[config.mk]
export PLATFORM = sky130hd
export DESIGN_NAME = noc_sched_top
export DESIGN_NICKNAME = d
export VERILOG_FILES = /design/src/noc_sched_pkg.sv /design/src/flit_fifo.sv /design/src/noc_sched_top.sv /design/src/rr_scheduler.sv /design/src/sched_table.sv
export SDC_FILE = /design/constraint.sdc
export NUM_CORES = 1
export LEC_CHECK = 0
export BUFFER_PORTS_ARGS = -buffer_cell sky130_fd_sc_hd__buf_4
export CAP_MARGIN = 30
export CORE_MARGIN = 3
export CORE_UTILIZATION = 45
export CTS_CLUSTER_DIAMETER = 30
export CTS_CLUSTER_SIZE = 30
export DETAILED_ROUTE_END_ITERATION = 7
export HOLD_SLACK_MARGIN = 0.03
export PLACE_DENSITY = 0.72
export SYNTH_ARGS = -nofsm -noshare
export SYNTH_HDL_FRONTEND = slang
export SYNTH_SLANG_ARGS = --single-unit
[constraint.sdc]
create_clock -name clk -period 2.7 [get_ports clk]
set_input_delay 0.135 -clock clk [delete_from_list [all_inputs] [get_ports clk]]
set_output_delay 0.135 -clock clk [all_outputs]
set_load 0.02 [all_outputs]
[src/noc_sched_pkg.sv]
package noc_sched_pkg;

    localparam int NOC_DATA_WIDTH = 64;
    localparam int XY_WIDTH       = 8;
    localparam int MSG_LEN_WIDTH  = 8;

    // Destination table size.
    localparam int NUM_DSTS   = 4;
    localparam int NUM_DSTS_W = 2;

    // Header flit layout, top bit first.
    typedef struct packed {
        logic [XY_WIDTH-1:0]      dst_x;
        logic [XY_WIDTH-1:0]      dst_y;
        logic [XY_WIDTH-1:0]      src_x;
        logic [XY_WIDTH-1:0]      src_y;
        logic [MSG_LEN_WIDTH-1:0] msg_len; // Body flits that follow.
        logic [NOC_DATA_WIDTH-4*XY_WIDTH-MSG_LEN_WIDTH-1:0] meta;
    } noc_hdr_flit;

    // One destination. Sits in bits 15:0 of a Wishbone word.
    typedef struct packed {
        logic [XY_WIDTH-1:0] dst_x;
        logic [XY_WIDTH-1:0] dst_y;
    } sched_table_entry;

    typedef enum logic [0:0] {
        READY     = 1'b0, // Waiting for a header.
        PASS_BODY = 1'b1
    } sched_state_e;

endpackage

[src/flit_fifo.sv]
module flit_fifo (
     input  logic                                      clk
    ,input  logic                                      rst

    ,input  logic                                      wr_val
    ,input  logic [noc_sched_pkg::NOC_DATA_WIDTH-1:0]  wr_data
    ,output logic                                      wr_rdy

    ,output logic                                      rd_val
    ,output logic [noc_sched_pkg::NOC_DATA_WIDTH-1:0]  rd_data
    ,input  logic                                      rd_rdy
);

    import noc_sched_pkg::*;

    logic [NOC_DATA_WIDTH-1:0] mem [4];
    logic [1:0]                wr_ptr;
    logic [1:0]                rd_ptr;
    logic [2:0]                count;
    logic                      full;
    logic                      do_wr;
    logic                      do_rd;

    assign full   = count == 3'd4;
    assign rd_val = count != 3'd0;
    assign wr_rdy = ~full | rd_rdy; // A read frees a slot this cycle.

    assign do_wr = wr_val & wr_rdy;
    assign do_rd = rd_val & rd_rdy;

    assign rd_data = mem[rd_ptr];

    always_ff @(posedge clk) begin
        if (do_wr) begin
            mem[wr_ptr] <= wr_data;
        end
    end

    // Pointers wrap at four by width.
    always_ff @(posedge clk) begin
        if (rst) begin
            wr_ptr <= '0;
            rd_ptr <= '0;
            count  <= '0;
        end
        else begin
            if (do_wr) begin
                wr_ptr <= wr_ptr + 1'b1;
            end
            if (do_rd) begin
                rd_ptr <= rd_ptr + 1'b1;
            end
            case ({do_wr, do_rd})
                2'b10:   count <= count + 1'b1;
                2'b01:   count <= count - 1'b1;
                default: count <= count;
            endcase
        end
    end

endmodule

[src/noc_sched_top.sv]
module noc_sched_top (
     input  logic                                      clk
    ,input  logic                                      rst

    // Flit input.
    ,input  logic                                      in_val
    ,input  logic [noc_sched_pkg::NOC_DATA_WIDTH-1:0]  in_data
    ,output logic                                      in_rdy

    // Flit output.
    ,output logic                                      out_val
    ,output logic [noc_sched_pkg::NOC_DATA_WIDTH-1:0]  out_data
    ,input  logic                                      out_rdy

    // Host table access.
    ,input  logic                                      wb_cyc
    ,input  logic                                      wb_stb
    ,input  logic                                      wb_we
    ,input  logic [noc_sched_pkg::NUM_DSTS_W-1:0]      wb_adr
    ,input  logic [31:0]                               wb_dat_w
    ,output logic [31:0]                               wb_dat_r
    ,output logic                                      wb_ack
);

    import noc_sched_pkg::*;

    logic                      sched_val;
    logic [NOC_DATA_WIDTH-1:0] sched_data;
    logic                      fifo_rdy;

    logic [NUM_DSTS_W-1:0]     read_index;
    sched_table_entry          read_entry;

    sched_table i_sched_table (
         .clk        (clk)
        ,.rst        (rst)
        ,.wb_cyc     (wb_cyc)
        ,.wb_stb     (wb_stb)
        ,.wb_we      (wb_we)
        ,.wb_adr     (wb_adr)
        ,.wb_dat_w   (wb_dat_w)
        ,.wb_dat_r   (wb_dat_r)
        ,.wb_ack     (wb_ack)
        ,.read_index (read_index)
        ,.read_entry (read_entry)
    );

    rr_scheduler i_rr_scheduler (
         .clk        (clk)
        ,.rst        (rst)
        ,.in_val     (in_val)
        ,.in_data    (in_data)
        ,.in_rdy     (in_rdy)
        ,.sched_val  (sched_val)
        ,.sched_data (sched_data)
        ,.fifo_rdy   (fifo_rdy)
        ,.read_index (read_index)
        ,.read_entry (read_entry)
    );

    // Decouples the scheduler from downstream stalls.
    flit_fifo i_flit_fifo (
         .clk     (clk)
        ,.rst     (rst)
        ,.wr_val  (sched_val)
        ,.wr_data (sched_data)
        ,.wr_rdy  (fifo_rdy)
        ,.rd_val  (out_val)
        ,.rd_data (out_data)
        ,.rd_rdy  (out_rdy)
    );

endmodule

[src/rr_scheduler.sv]
module rr_scheduler (
     input  logic                                      clk
    ,input  logic                                      rst

    ,input  logic                                      in_val
    ,input  logic [noc_sched_pkg::NOC_DATA_WIDTH-1:0]  in_data
    ,output logic                                      in_rdy

    ,output logic                                      sched_val
    ,output logic [noc_sched_pkg::NOC_DATA_WIDTH-1:0]  sched_data
    ,input  logic                                      fifo_rdy

    ,output logic [noc_sched_pkg::NUM_DSTS_W-1:0]      read_index
    ,input  noc_sched_pkg::sched_table_entry           read_entry
);

    import noc_sched_pkg::*;

    sched_state_e state_reg;
    sched_state_e state_next;

    logic [NUM_DSTS_W-1:0]    index_reg;
    logic [NUM_DSTS_W-1:0]    index_next;
    logic                     incr_index;

    logic [MSG_LEN_WIDTH-1:0] len_reg;
    logic [MSG_LEN_WIDTH-1:0] body_cnt_reg;
    logic                     store_len;
    logic                     incr_body_cnt;
    logic                     last_body;

    logic                     xfer;
    noc_hdr_flit              hdr_in;
    noc_hdr_flit              hdr_out;

    assign hdr_in = in_data;
    assign xfer   = in_val & fifo_rdy;

    // Pure pass-through handshake in both states.
    assign in_rdy    = fifo_rdy;
    assign sched_val = in_val;

    assign sched_data = (state_reg == READY) ? hdr_out : in_data;

    assign last_body = body_cnt_reg == (len_reg - 1'b1);

    // Table sees the next index so read_entry matches index_reg.
    assign read_index = index_next;

    assign index_next = incr_index
                      ? ((index_reg == NUM_DSTS_W'(NUM_DSTS - 1)) ? '0 : index_reg + 1'b1)
                      : index_reg;

    always_comb begin
        hdr_out       = hdr_in;
        hdr_out.dst_x = read_entry.dst_x;
        hdr_out.dst_y = read_entry.dst_y;
    end

    always_comb begin
        state_next    = state_reg;
        incr_index    = 1'b0;
        store_len     = 1'b0;
        incr_body_cnt = 1'b0;

        case (state_reg)
            READY: begin
                if (xfer) begin
                    store_len = 1'b1;
                    if (hdr_in.msg_len == '0) begin
                        incr_index = 1'b1; // Header-only message.
                    end
                    else begin
                        state_next = PASS_BODY;
                    end
                end
            end
            PASS_BODY: begin
                if (xfer) begin
                    incr_body_cnt = 1'b1;
                    if (last_body) begin
                        incr_index = 1'b1;
                        state_next = READY;
                    end
                end
            end
        endcase
    end

    always_ff @(posedge clk) begin
        if (rst) begin
            state_reg <= READY;
            index_reg <= '0;
        end
        else begin
            state_reg <= state_next;
            index_reg <= index_next;
        end
    end

    // Message length and body position.
    always_ff @(posedge clk) begin
        if (rst) begin
            len_reg      <= '0;
            body_cnt_reg <= '0;
        end
        else if (store_len) begin
            len_reg      <= hdr_in.msg_len;
            body_cnt_reg <= '0;
        end
        else if (incr_body_cnt) begin
            body_cnt_reg <= body_cnt_reg + 1'b1;
        end
    end

endmodule

[src/sched_table.sv]
module sched_table (
     input  logic                                  clk
    ,input  logic                                  rst

    // Wishbone classic slave.
    ,input  logic                                  wb_cyc
    ,input  logic                                  wb_stb
    ,input  logic                                  wb_we
    ,input  logic [noc_sched_pkg::NUM_DSTS_W-1:0]  wb_adr
    ,input  logic [31:0]                           wb_dat_w
    ,output logic [31:0]                           wb_dat_r
    ,output logic                                  wb_ack

    // Scheduler read port.
    ,input  logic [noc_sched_pkg::NUM_DSTS_W-1:0]  read_index
    ,output noc_sched_pkg::sched_table_entry       read_entry
);

    import noc_sched_pkg::*;

    sched_table_entry entries [NUM_DSTS];
    sched_table_entry rd_word;
    logic             wb_req;

    // New request only while no ack is pending.
    assign wb_req = wb_cyc & wb_stb & ~wb_ack;

    assign wb_dat_r = {{(32-$bits(sched_table_entry)){1'b0}}, rd_word};

    always_ff @(posedge clk) begin
        if (rst) begin
            wb_ack <= 1'b0;
        end
        else begin
            wb_ack <= wb_req;
        end
    end

    always_ff @(posedge clk) begin
        if (rst) begin
            for (int i = 0; i < NUM_DSTS; i++) begin
                entries[i] <= '0;
            end
        end
        else if (wb_req & wb_we) begin
            entries[wb_adr] <= wb_dat_w[$bits(sched_table_entry)-1:0];
        end
    end

    // Host read data, held through the ack cycle.
    always_ff @(posedge clk) begin
        if (wb_req & ~wb_we) begin
            rd_word <= entries[wb_adr];
        end
    end

    always_ff @(posedge clk) begin
        if (rst) begin
            read_entry <= '0;
        end
        else begin
            read_entry <= entries[read_index]; // Follows read_index by one cycle.
        end
    end

endmodule

Yosys cells after proc, flatten, opt, wreduce, memory -nomap -nowiden
Memories as Yosys holds them, arrays and structs flattened. A register that Yosys moved wholly into a read port is not among the register bits.
Cells that the tools add are included.
{"block": "totals", "regBits": 27, "latchBits": 0, "ramBits": 320, "mem_bits_ro": 0, "output_inout_bits": 99, "mem_count": 2}
{"memory": "i_flit_fifo.mem", "depth": 4, "width": 64, "rd": 1, "rd_ports_with_merged_regs": 1, "wr": 1, "line_no": "flit_fifo.sv:16", "rtl": "logic [NOC_DATA_WIDTH-1:0] mem [4];"}
{"memory": "i_sched_table.entries", "depth": 4, "width": 16, "rd": 2, "rd_ports_with_merged_regs": 2, "wr": 4, "line_no": "sched_table.sv:21", "rtl": "sched_table_entry entries [NUM_DSTS];"}
{"block": "classes", "n_addsub": 7, "multipliers": 0, "n_div": 0, "n_lt_le_gt_ge": 0, "n_eq_ne": 5, "shift": 0, "n_mux": 28, "n_bitwise": 11, "reduce_logical": 5}
{"op": "64-bit two-way mux", "count": 1}
{"op": "1-bit two-way mux", "count": 18}
{"op": "16-bit two-way mux", "count": 1}
{"op": "16-bit OR reduction", "count": 1}
{"op": "2-bit two-way mux", "count": 5}
{"op": "8-bit by 1-bit adder with 8-bit output, second input constant", "count": 1}
{"op": "8-bit == test", "count": 1}
{"op": "8-bit zero test", "count": 1}
{"op": "8-bit by 1-bit subtractor with 8-bit output, second input constant", "count": 1}
{"op": "2-bit by 1-bit adder with 2-bit output, second input constant", "count": 3}
{"op": "1-bit AND", "count": 6}
{"op": "3-bit one-hot mux with 2 select lines", "count": 1}
{"op": "2-bit == test, second input constant", "count": 2}
{"op": "1-bit NOT", "count": 4}
{"op": "1-bit one-hot mux with 2 select lines", "count": 2}
{"op": "3-bit by 1-bit adder with 3-bit output, second input constant", "count": 1}
{"op": "3-bit == test, second input constant", "count": 1}
{"op": "3-bit nonzero test", "count": 1}
{"op": "3-bit by 1-bit subtractor with 3-bit output, second input constant", "count": 1}
{"op": "2-bit by 1-bit == test with 1-bit output, second input constant", "count": 1}
{"op": "2-bit nonzero test", "count": 1}
{"op": "2-bit OR reduction", "count": 1}
{"op": "1-bit OR", "count": 1}

Depth between registers and ports, before layout
Gate-level depths: netlist of the first run.
{"block": "logic_depth", "word_depth": 8, "ltp_mapped": 11}

Hierarchy
A second synthesis of the first run with hierarchy kept.
{"block": "unflattened", "cells_unflattened": 891, "area_unflattened_um2": 15703.8}
{"module": "flit_fifo", "n_inst": 1, "cells_each": 386, "area_per_inst_um2": 9671.8}
{"module": "sched_table", "n_inst": 1, "cells_each": 301, "area_per_inst_um2": 4324.1}
{"module": "rr_scheduler", "n_inst": 1, "cells_each": 204, "area_per_inst_um2": 1707.9}

Worst setup path before layout of the first run
OpenSTA, ideal clock, no wires.
{"block": "synth_path", "path_kind": "register -> register", "from": "register i_flit_fifo.count[0]", "to": "memory i_flit_fifo.mem[0][0] (enable)", "setup_ns": 0.429, "arrival_ns": 2.382, "setup_slack_ns": -0.111, "stages_incl_launch_ff": 4, "path_buffers": 1, "period_less_slack_ns": 2.811, "path_cell_list": "dfxtp_1 -> or4b_1 -> clkbuf_1 -> and3_1"}
{"block": "synth_via", "elab_chain_len": 6}
{"element": "start, declared", "line_no": "flit_fifo.sv:19", "rtl": "logic [2:0] count;"}
{"element": "start signal, assigned", "line_no": "flit_fifo.sv:54", "rtl": "2'b10: count <= count + 1'b1;"}
{"element": "start signal, assigned", "line_no": "flit_fifo.sv:55", "rtl": "2'b01: count <= count - 1'b1;"}
{"element": "start signal, assigned", "line_no": "flit_fifo.sv:56", "rtl": "default: count <= count;"}
{"element": "3-bit == test", "line_no": "flit_fifo.sv:24", "rtl": "assign full = count == 3'd4;"}
{"element": "1-bit NOT", "line_no": "flit_fifo.sv:26", "rtl": "assign wr_rdy = ~full | rd_rdy;"}
{"element": "1-bit OR", "line_no": "flit_fifo.sv:26"}
{"element": "via in_rdy", "line_no": "noc_sched_top.sv:8", "rtl": ",output logic in_rdy"}
{"element": "1-bit AND", "line_no": "flit_fifo.sv:28", "rtl": "assign do_wr = wr_val & wr_rdy;"}
{"element": "1-bit two-way mux", "line_no": "flit_fifo.sv:34", "rtl": "if (do_wr) begin"}
{"element": "1-bit two-way mux (implied by the code)", "line_no": "flit_fifo.sv:35", "rtl": "mem[wr_ptr] <= wr_data;"}
{"element": "end, declared", "line_no": "flit_fifo.sv:16"}
The timed path passes the listed nets, and every way through them passes these cells.

Worst setup path after layout of the first run
{"block": "layout_path", "from": "register i_rr_scheduler.len_reg[0]", "to": "register, netlist name i_sched_table.read_entry[7]"}
{"block": "layout_via", "elab_chain_len": 6}
{"element": "start, declared", "line_no": "rr_scheduler.sv:26", "rtl": "logic [MSG_LEN_WIDTH-1:0] len_reg;"}
{"element": "start signal, assigned", "line_no": "rr_scheduler.sv:108", "rtl": "len_reg <= hdr_in.msg_len;"}
{"element": "8-bit by 1-bit subtractor with 8-bit output", "line_no": "rr_scheduler.sv:45", "rtl": "assign last_body = body_cnt_reg == (len_reg - 1'b1);"}
{"element": "8-bit == test", "line_no": "rr_scheduler.sv:45"}
{"element": "1-bit two-way mux", "line_no": "rr_scheduler.sv:81", "rtl": "if (last_body) begin"}
{"element": "1-bit two-way mux", "line_no": "rr_scheduler.sv:79", "rtl": "if (xfer) begin"}
{"element": "1-bit one-hot mux with 2 select lines", "line_no": "rr_scheduler.sv:66", "rtl": "case (state_reg)"}
{"element": "2-bit two-way mux", "line_no": "rr_scheduler.sv:51", "rtl": "? ((index_reg == NUM_DSTS_W'(NUM_DSTS - 1)) ? '0 : index_reg + 1'b1)"}
No other way between the ends.
A chain may end at the register's enable or synchronous reset.

==> metrics.yaml, run 1 <==
synth:
  async_flop_share: 0
  ys_seq_area_frac: 0.718
  ys_ff_latch: 381
  ys_warn_count: 0
  synthCells: 804
  synth_area_leaders: "edfxtp_1 66%, mux4_2 12%, dfxtp_1 5.9%, and2_1 2.8%, mux2i_1 1.6%"
  yosys.area.top_type: "edfxtp_1"
  synthFlopType: "edfxtp_1"
  syn_area_mm2: 0.0153
  netlist_top_cells_count: "336 x edfxtp_1, 80 x mux4_2, 68 x and2_1"
  synth_edf_count: 336
  synth_top_area_frac: 0.659
  synth.distinct_cells: 52
  post-synth-top-count-cell: "edfxtp_1"
  postSynthAreaPerCell_um2: 19.0
global_routing:
  grt_antenna_before_repair: 0
  track_usage: 0.191
  grt_pass1_wl_um: 52600
  first_global_vias: 9435
  grt-ovfl-total: 0
  grt_max_degree: 48
setup_path:
  cp_data_arrival_time_ns: 3.14
  startpoint_type: "flip-flop"
  cp-end-kind: "flip-flop"
  path_class: "reg -> reg"
  reg2reg_from: "i_rr_scheduler.len_reg[0]"
  r2r_slack_ns: 0.05
  crit_fanout: 17
  startpoint: "i_rr_scheduler.len_reg[0]"
  critical_path_required_ns: 3.19
floorplan:
  coreArea_mm2: 0.0330
  rows: 66
  die_y_um: 190
  initial_core_util: 0.463
  dieArea_mm2: 0.0363
  pin_count: 204
  chipWidth_um: 190
timing:
  clock.fmax_ghz: 0.377
  worstMarginPinSlew_ns: 0.572
  rsz0062_at_grt: "yes"
  fin_crit_sh: 0.982
  relSlewSlack: 0.619
  slew_violations: 0
  hold_slack_ns: 0.0878
  period_needed_ns: 2.65
  hold_viol_final: 0
  skew_ns: 0.0226
  finalSetupViolations: 0
  postLayoutSetupSlackWorst_ns: 0.0498
pwr:
  clockPowerShare: 0.488
  intPower_mw: 15.0
  power_per_cell_area_mw_per_mm2: 949
  swShare: 0.252
  switching_power_mw: 5.03
  p_leak_nw: 7.63
  ir_drop_mv: 0.575
  p_seq_frac: 0.356
  combPwrFrac: 0.156
routing:
  drcViolationCount: 0
  drtIter0Drc: 504
  drt_pass1_iterations: 5
  wl_per_cell_um: 20.6
  wirelength_um: 34000
  avgViaCountPerCell: 5.20
  drtAntennaViolNets: 0
  via_count: 8578
clocking:
  cts_made_buffers: 79
  cts_root_buffer: "clkbuf_16"
  clock_latency_ns: 0.58
  clkTransAtPathRegs_ns: 0.05
  clock-sinks: 381
  h-tree-depth: 3
  cts_tree: "yes"
  clockBufferDepth: 3
outcome:
  status: "completed"
job:
  cap_viol_max_count: 0
finish:
  drive_above_1_share: 0.407
  num_antenna_cells: 0
  fin_nets: 1259
  reg_top3: "i_flit_fifo.mem x256, i_sched_table.entries x64"
  area_growth_pct: 37.5
  fin_util: 0.637
  largest_register_ffs: 256
  top_register: "i_flit_fifo.mem"
place:
  gp_congestion: 0.777
  pre_cts_ws_ns: -0.0829
  portBuffers: 171
  hpwl_um: 19700
worst_hold_path:
  min_path_type: "in -> reg"
  hp-start: "wb_we"
routing by layer:
layer  vias to the layer above  GRT usage  share of wire
li1                       3874          -              -
met1                      4293      0.235           0.40
met2                       331      0.320           0.50
met3                        80     0.0550          0.071
met4                         0     0.0776          0.026
met5                         -          0              0
layout by cell type, fill, tap and decap left out, drive strengths merged, types with 10 or more instances in the layout:
cell type	instances
conb	16
clkbuf	88
xor2	12
mux2i	24
clkinv	27
o2bb2ai	16
nand2	11
dfxtp	45
nor2	21
inv	20
buf	216
nor3	10
mux4	80
mux2	32
edfxtp	336
dlygate4sd3	84
bufinv	11
and2	68
critical path, stage by stage, from the launching register on:
cell	delay (ns)
dfxtp_4	0.34
or3_4	0.38
or3_4	0.40
a2111oi_4	0.40
buf_4	0.18
o211ai_2	0.08
a211o_1	0.32
a21oi_4	0.18
buf_12	0.17
o2bb2ai_1	0.12
logic make-up after synthesis:
kind of cell,Yosys count,share of synthesized area
simple gates,149,0.0560
fa+ha+maj,9,0.00785
other cells,1,0.000245
compound gates,42,0.0238
buf+inv,65,0.0221
flops,381,0.718
mux,136,0.160
xor+xnor,21,0.0120
worst paths after layout:
path,to,cells past startpoint
worst max-delay path,i_sched_table.read_entry[7],9
worst min register to register,i_flit_fifo.count[2],2
worst max register to register,i_sched_table.read_entry[7],9
worst min-delay path,i_sched_table.wb_dat_r[0],3
through the flow:
stage                     total power, mW  std cells  TNS (ns)  cell area [um2]
final                                20.0       1651         0            21100
after global routing                 20.7       1651    -0.730            21100
after CTS                            20.2       1652    -0.202            21000
after detailed placement             10.2       1417    -0.911            17400
after global placement               10.2       1417   -0.0321            17400
after floorplan                      8.99        819         0            15400
power groups by stage:
| stage | combinational [mW] | sequential [mW] | clock (mW) |
|---|---|---|---|
| global route | 3.33 | 7.17 | 10.2 |
| CTS | 3.16 | 7.12 | 9.89 |
| global placement | 2.99 | 7.19 | 0 |
| detailed placement | 3.03 | 7.22 | 0 |
| finish | 3.12 | 7.12 | 9.75 |
| floorplan | 1.91 | 7.08 | 0 |
area by class of cell:
cell class / count / area [um2]
Clock buffer: 88 / 2040
Tap cell: 442 / 553
Multi-Input combinational cell: 373 / 4120
Sequential cell: 381 / 11000
Clock inverter: 57 / 692
Inverter: 10 / 40.0
Fill cell: 2311 / 12000
Timing Repair Buffer: 300 / 2610
what timing repair did:
item | 4_1_cts | 5_1_grt
gates cloned | 1 | 0
gates resized for setup | 7 | 9
buffers inserted | 5 | 0
pin swaps | 1 | 9
hold buffers | 84 | 0
endpoints found under the setup margin | 16 | 18
endpoints found under the hold margin | 341 | 0
No activity file was read; power rests on OpenSTA's default activity.
==> run 2: changes to the inputs <==
--- a/config.mk
+++ b/config.mk
@@ -8,12 +8,12 @@
 export BUFFER_PORTS_ARGS = -buffer_cell sky130_fd_sc_hd__buf_4
 export CAP_MARGIN = 30
 export CORE_MARGIN = 3
-export CORE_UTILIZATION = 45
+export CORE_UTILIZATION = 50
 export CTS_CLUSTER_DIAMETER = 30
 export CTS_CLUSTER_SIZE = 30
 export DETAILED_ROUTE_END_ITERATION = 7
 export HOLD_SLACK_MARGIN = 0.03
-export PLACE_DENSITY = 0.72
+export PLACE_DENSITY = 0.78
 export SYNTH_ARGS = -nofsm -noshare
 export SYNTH_HDL_FRONTEND = slang
 export SYNTH_SLANG_ARGS = --single-unit
==> metrics.yaml, run 2 (synthesis results as in run 1) <==
global_routing:
  grt-ovfl-total: 0  # unchanged
  grt_pass1_wl_um: 52700  # was 52600 um
  track_usage: 0.209  # was 0.191
  grt_antenna_before_repair: 1  # was 0
  first_global_vias: 9366  # was 9435
  grt_max_degree: 38  # was 48
pwr:
  power_per_cell_area_mw_per_mm2: 950  # was 949 mW/mm2
  clockPowerShare: 0.484  # was 0.488
  p_seq_frac: 0.357  # was 0.356
  intPower_mw: 14.8  # was 15.0 mW
  ir_drop_mv: 0.641  # was 0.575 mV
  p_total_mw: 19.9  # was 20.0 mW
  swShare: 0.257  # was 0.252
  p_leak_nw: 7.60  # was 7.63 nW
  switching_power_mw: 5.10  # was 5.03 mW
  combPwrFrac: 0.158  # was 0.156
timing:
  worstMarginPinSlew_ns: 0.858  # was 0.572 ns
  clock.fmax_ghz: 0.384  # was 0.377 GHz
  skew_ns: 0.0303  # was 0.0226 ns
  finalSetupViolations: 0  # unchanged
  hold_viol_final: 0  # unchanged
  hold_slack_ns: 0.0578  # was 0.0878 ns
  fin_crit_sh: 0.963  # was 0.982
  period_needed_ns: 2.60  # was 2.65 ns
  slew_violations: 0  # unchanged
  relSlewSlack: 0.428  # was 0.619
routing:
  avgViaCountPerCell: 5.45  # was 5.20
  via_count: 8688  # was 8578
  drcViolationCount: 0  # unchanged
  wirelength_um: 34900  # was 34000 um
  drtAntennaViolNets: 0  # unchanged
  drtIter0Drc: 602  # was 504
  wl_per_cell_um: 21.9  # was 20.6 um
  drt_pass1_iterations: 5  # unchanged
floorplan:
  dieArea_mm2: 0.0328  # was 0.0363 mm2
  rows: 63  # was 66
  die_y_um: 181  # was 190 um
  pin_count: 204  # unchanged
  initial_core_util: 0.512  # was 0.463
  chipWidth_um: 181  # was 190 um
  coreArea_mm2: 0.0299  # was 0.0330 mm2
setup_path:
  critical_path_required_ns: 3.14  # was 3.19 ns
  startpoint_type: "flip-flop"  # unchanged
  cp_data_arrival_time_ns: 3.05  # was 3.14 ns
  cp-end-kind: "flip-flop"  # unchanged
  path_class: "reg -> reg"  # unchanged
  crit_fanout: 15  # was 17
clocking:
  clock_latency_ns: 0.58  # about the same
  cts_tree: "yes"  # unchanged
  clockBufferDepth: 3  # unchanged
  clock-sinks: 381  # unchanged
  clkTransAtPathRegs_ns: 0.05  # about the same
  cts_root_buffer: "clkbuf_16"  # unchanged
  cts_made_buffers: 74  # was 79
  h-tree-depth: 3  # unchanged
place:
  portBuffers: 171  # unchanged
  placed_cell_area_mm2: 0.0173  # was 0.0174 mm2
  gp_congestion: 0.820  # was 0.777
  hpwl_um: 20000  # was 19700 um
finish:
  largest_register_ffs: 256  # unchanged
  design_area_mm2: 0.0209  # was 0.0211 mm2
  final_cell_mix: "336 x edfxtp_1, 208 x buf_4, 83 x dlygate4sd3_1, 80 x mux4_2, 75 x clkbuf_16"  # was 336 x edfxtp_1, 203 x buf_4, 84 x dlygate4sd3_1, 80 x mux4_2, 79 x clkbuf_16
  area_growth_pct: 36.6  # was 37.5%
  reg_top3: "i_flit_fifo.mem x256, i_sched_table.entries x64"  # unchanged
  top_register: "i_flit_fifo.mem"  # unchanged
  final_common_cell: "edfxtp_1"  # unchanged
  drive_above_1_share: 0.403  # was 0.407
  fin_nets: 1256  # was 1259
  num-fill-cells: 1769  # was 2311
job:
  cap_viol_max_count: 0  # unchanged
outcome:
  status: "completed"  # unchanged
worst_hold_path:
  min_path_type: "in -> reg"  # unchanged
run 2: power groups by stage:
stage,sequential (mW),combinational (mW),clock [mW]
finish,7.11,3.15,9.63
floorplan,7.08,1.91,0
detailed placement,7.20,3.02,0
global placement,7.17,2.99,0
global route,7.15,3.33,10.0
CTS,7.10,3.16,9.71
run 2: metal layers:
layer | part of all wire | wire length [um] | track usage | up-vias
li1 | - | - | - | 3860
met1 | 0.39 | 13500 | 0.259 | 4396
met2 | 0.51 | 18000 | 0.362 | 363
met3 | 0.073 | 2560 | 0.0509 | 69
met4 | 0.026 | 926 | 0.0734 | 0
met5 | 0 | 0 | 0 | -
run 2: metrics by stage:
step | setup WS [ns] | instances | util | setup TNS, ns
after CTS | 0.0167 | 1583 | 0.697 | 0
after floorplan | 0.0246 | 819 | - | 0
after global routing | -0.00342 | 1594 | 0.700 | -0.00342
final | 0.0991 | 1594 | 0.700 | 0
after detailed placement | -0.0955 | 1363 | 0.579 | -0.857
after global placement | 0.00615 | 1363 | 0.579 | 0
run 2: what timing repair did:
action,CTS,global route
hold endpoints to repair,339,0
gates resized for setup,1,8
setup endpoints to repair,16,16
setup buffers,0,10
pin swaps,1,3
hold buffers,83,0
run 2: final cells by class:
class	instances	area, um2	share of cell area
antenna	1	2.50	0.000120
sequential	381	11000	0.526
clock buffer	81	1910	0.0913
multi-input combinational	373	4100	0.196
inverter	10	40.0	0.00191
tap	390	488	0.0233
clock inverter	56	763	0.0365
timing repair buffer	302	2610	0.125
run 2: path summary, 6_finish.rpt:
path	from	endpoint	slack, ns	cells past startpoint
max	i_rr_scheduler.len_reg[3]	i_sched_table.read_entry[14]	0.1	8
max reg2reg	i_rr_scheduler.len_reg[3]	i_sched_table.read_entry[14]	0.1	8
min	wb_we	i_sched_table.wb_dat_r[2]	0.06	3
min reg2reg	i_flit_fifo.wr_ptr[1]	i_flit_fifo.wr_ptr[1]	0.49	2
run 2: critical path: stages (launching register included):
cell and delay, ns:
dfxtp_1 0.36, or2_2 0.33, or3_4 0.40, a2111oi_4 0.38, a21oi_2 0.13, o22ai_4 0.23
buf_12 0.19, mux2_2 0.34, o2bb2ai_1 0.12
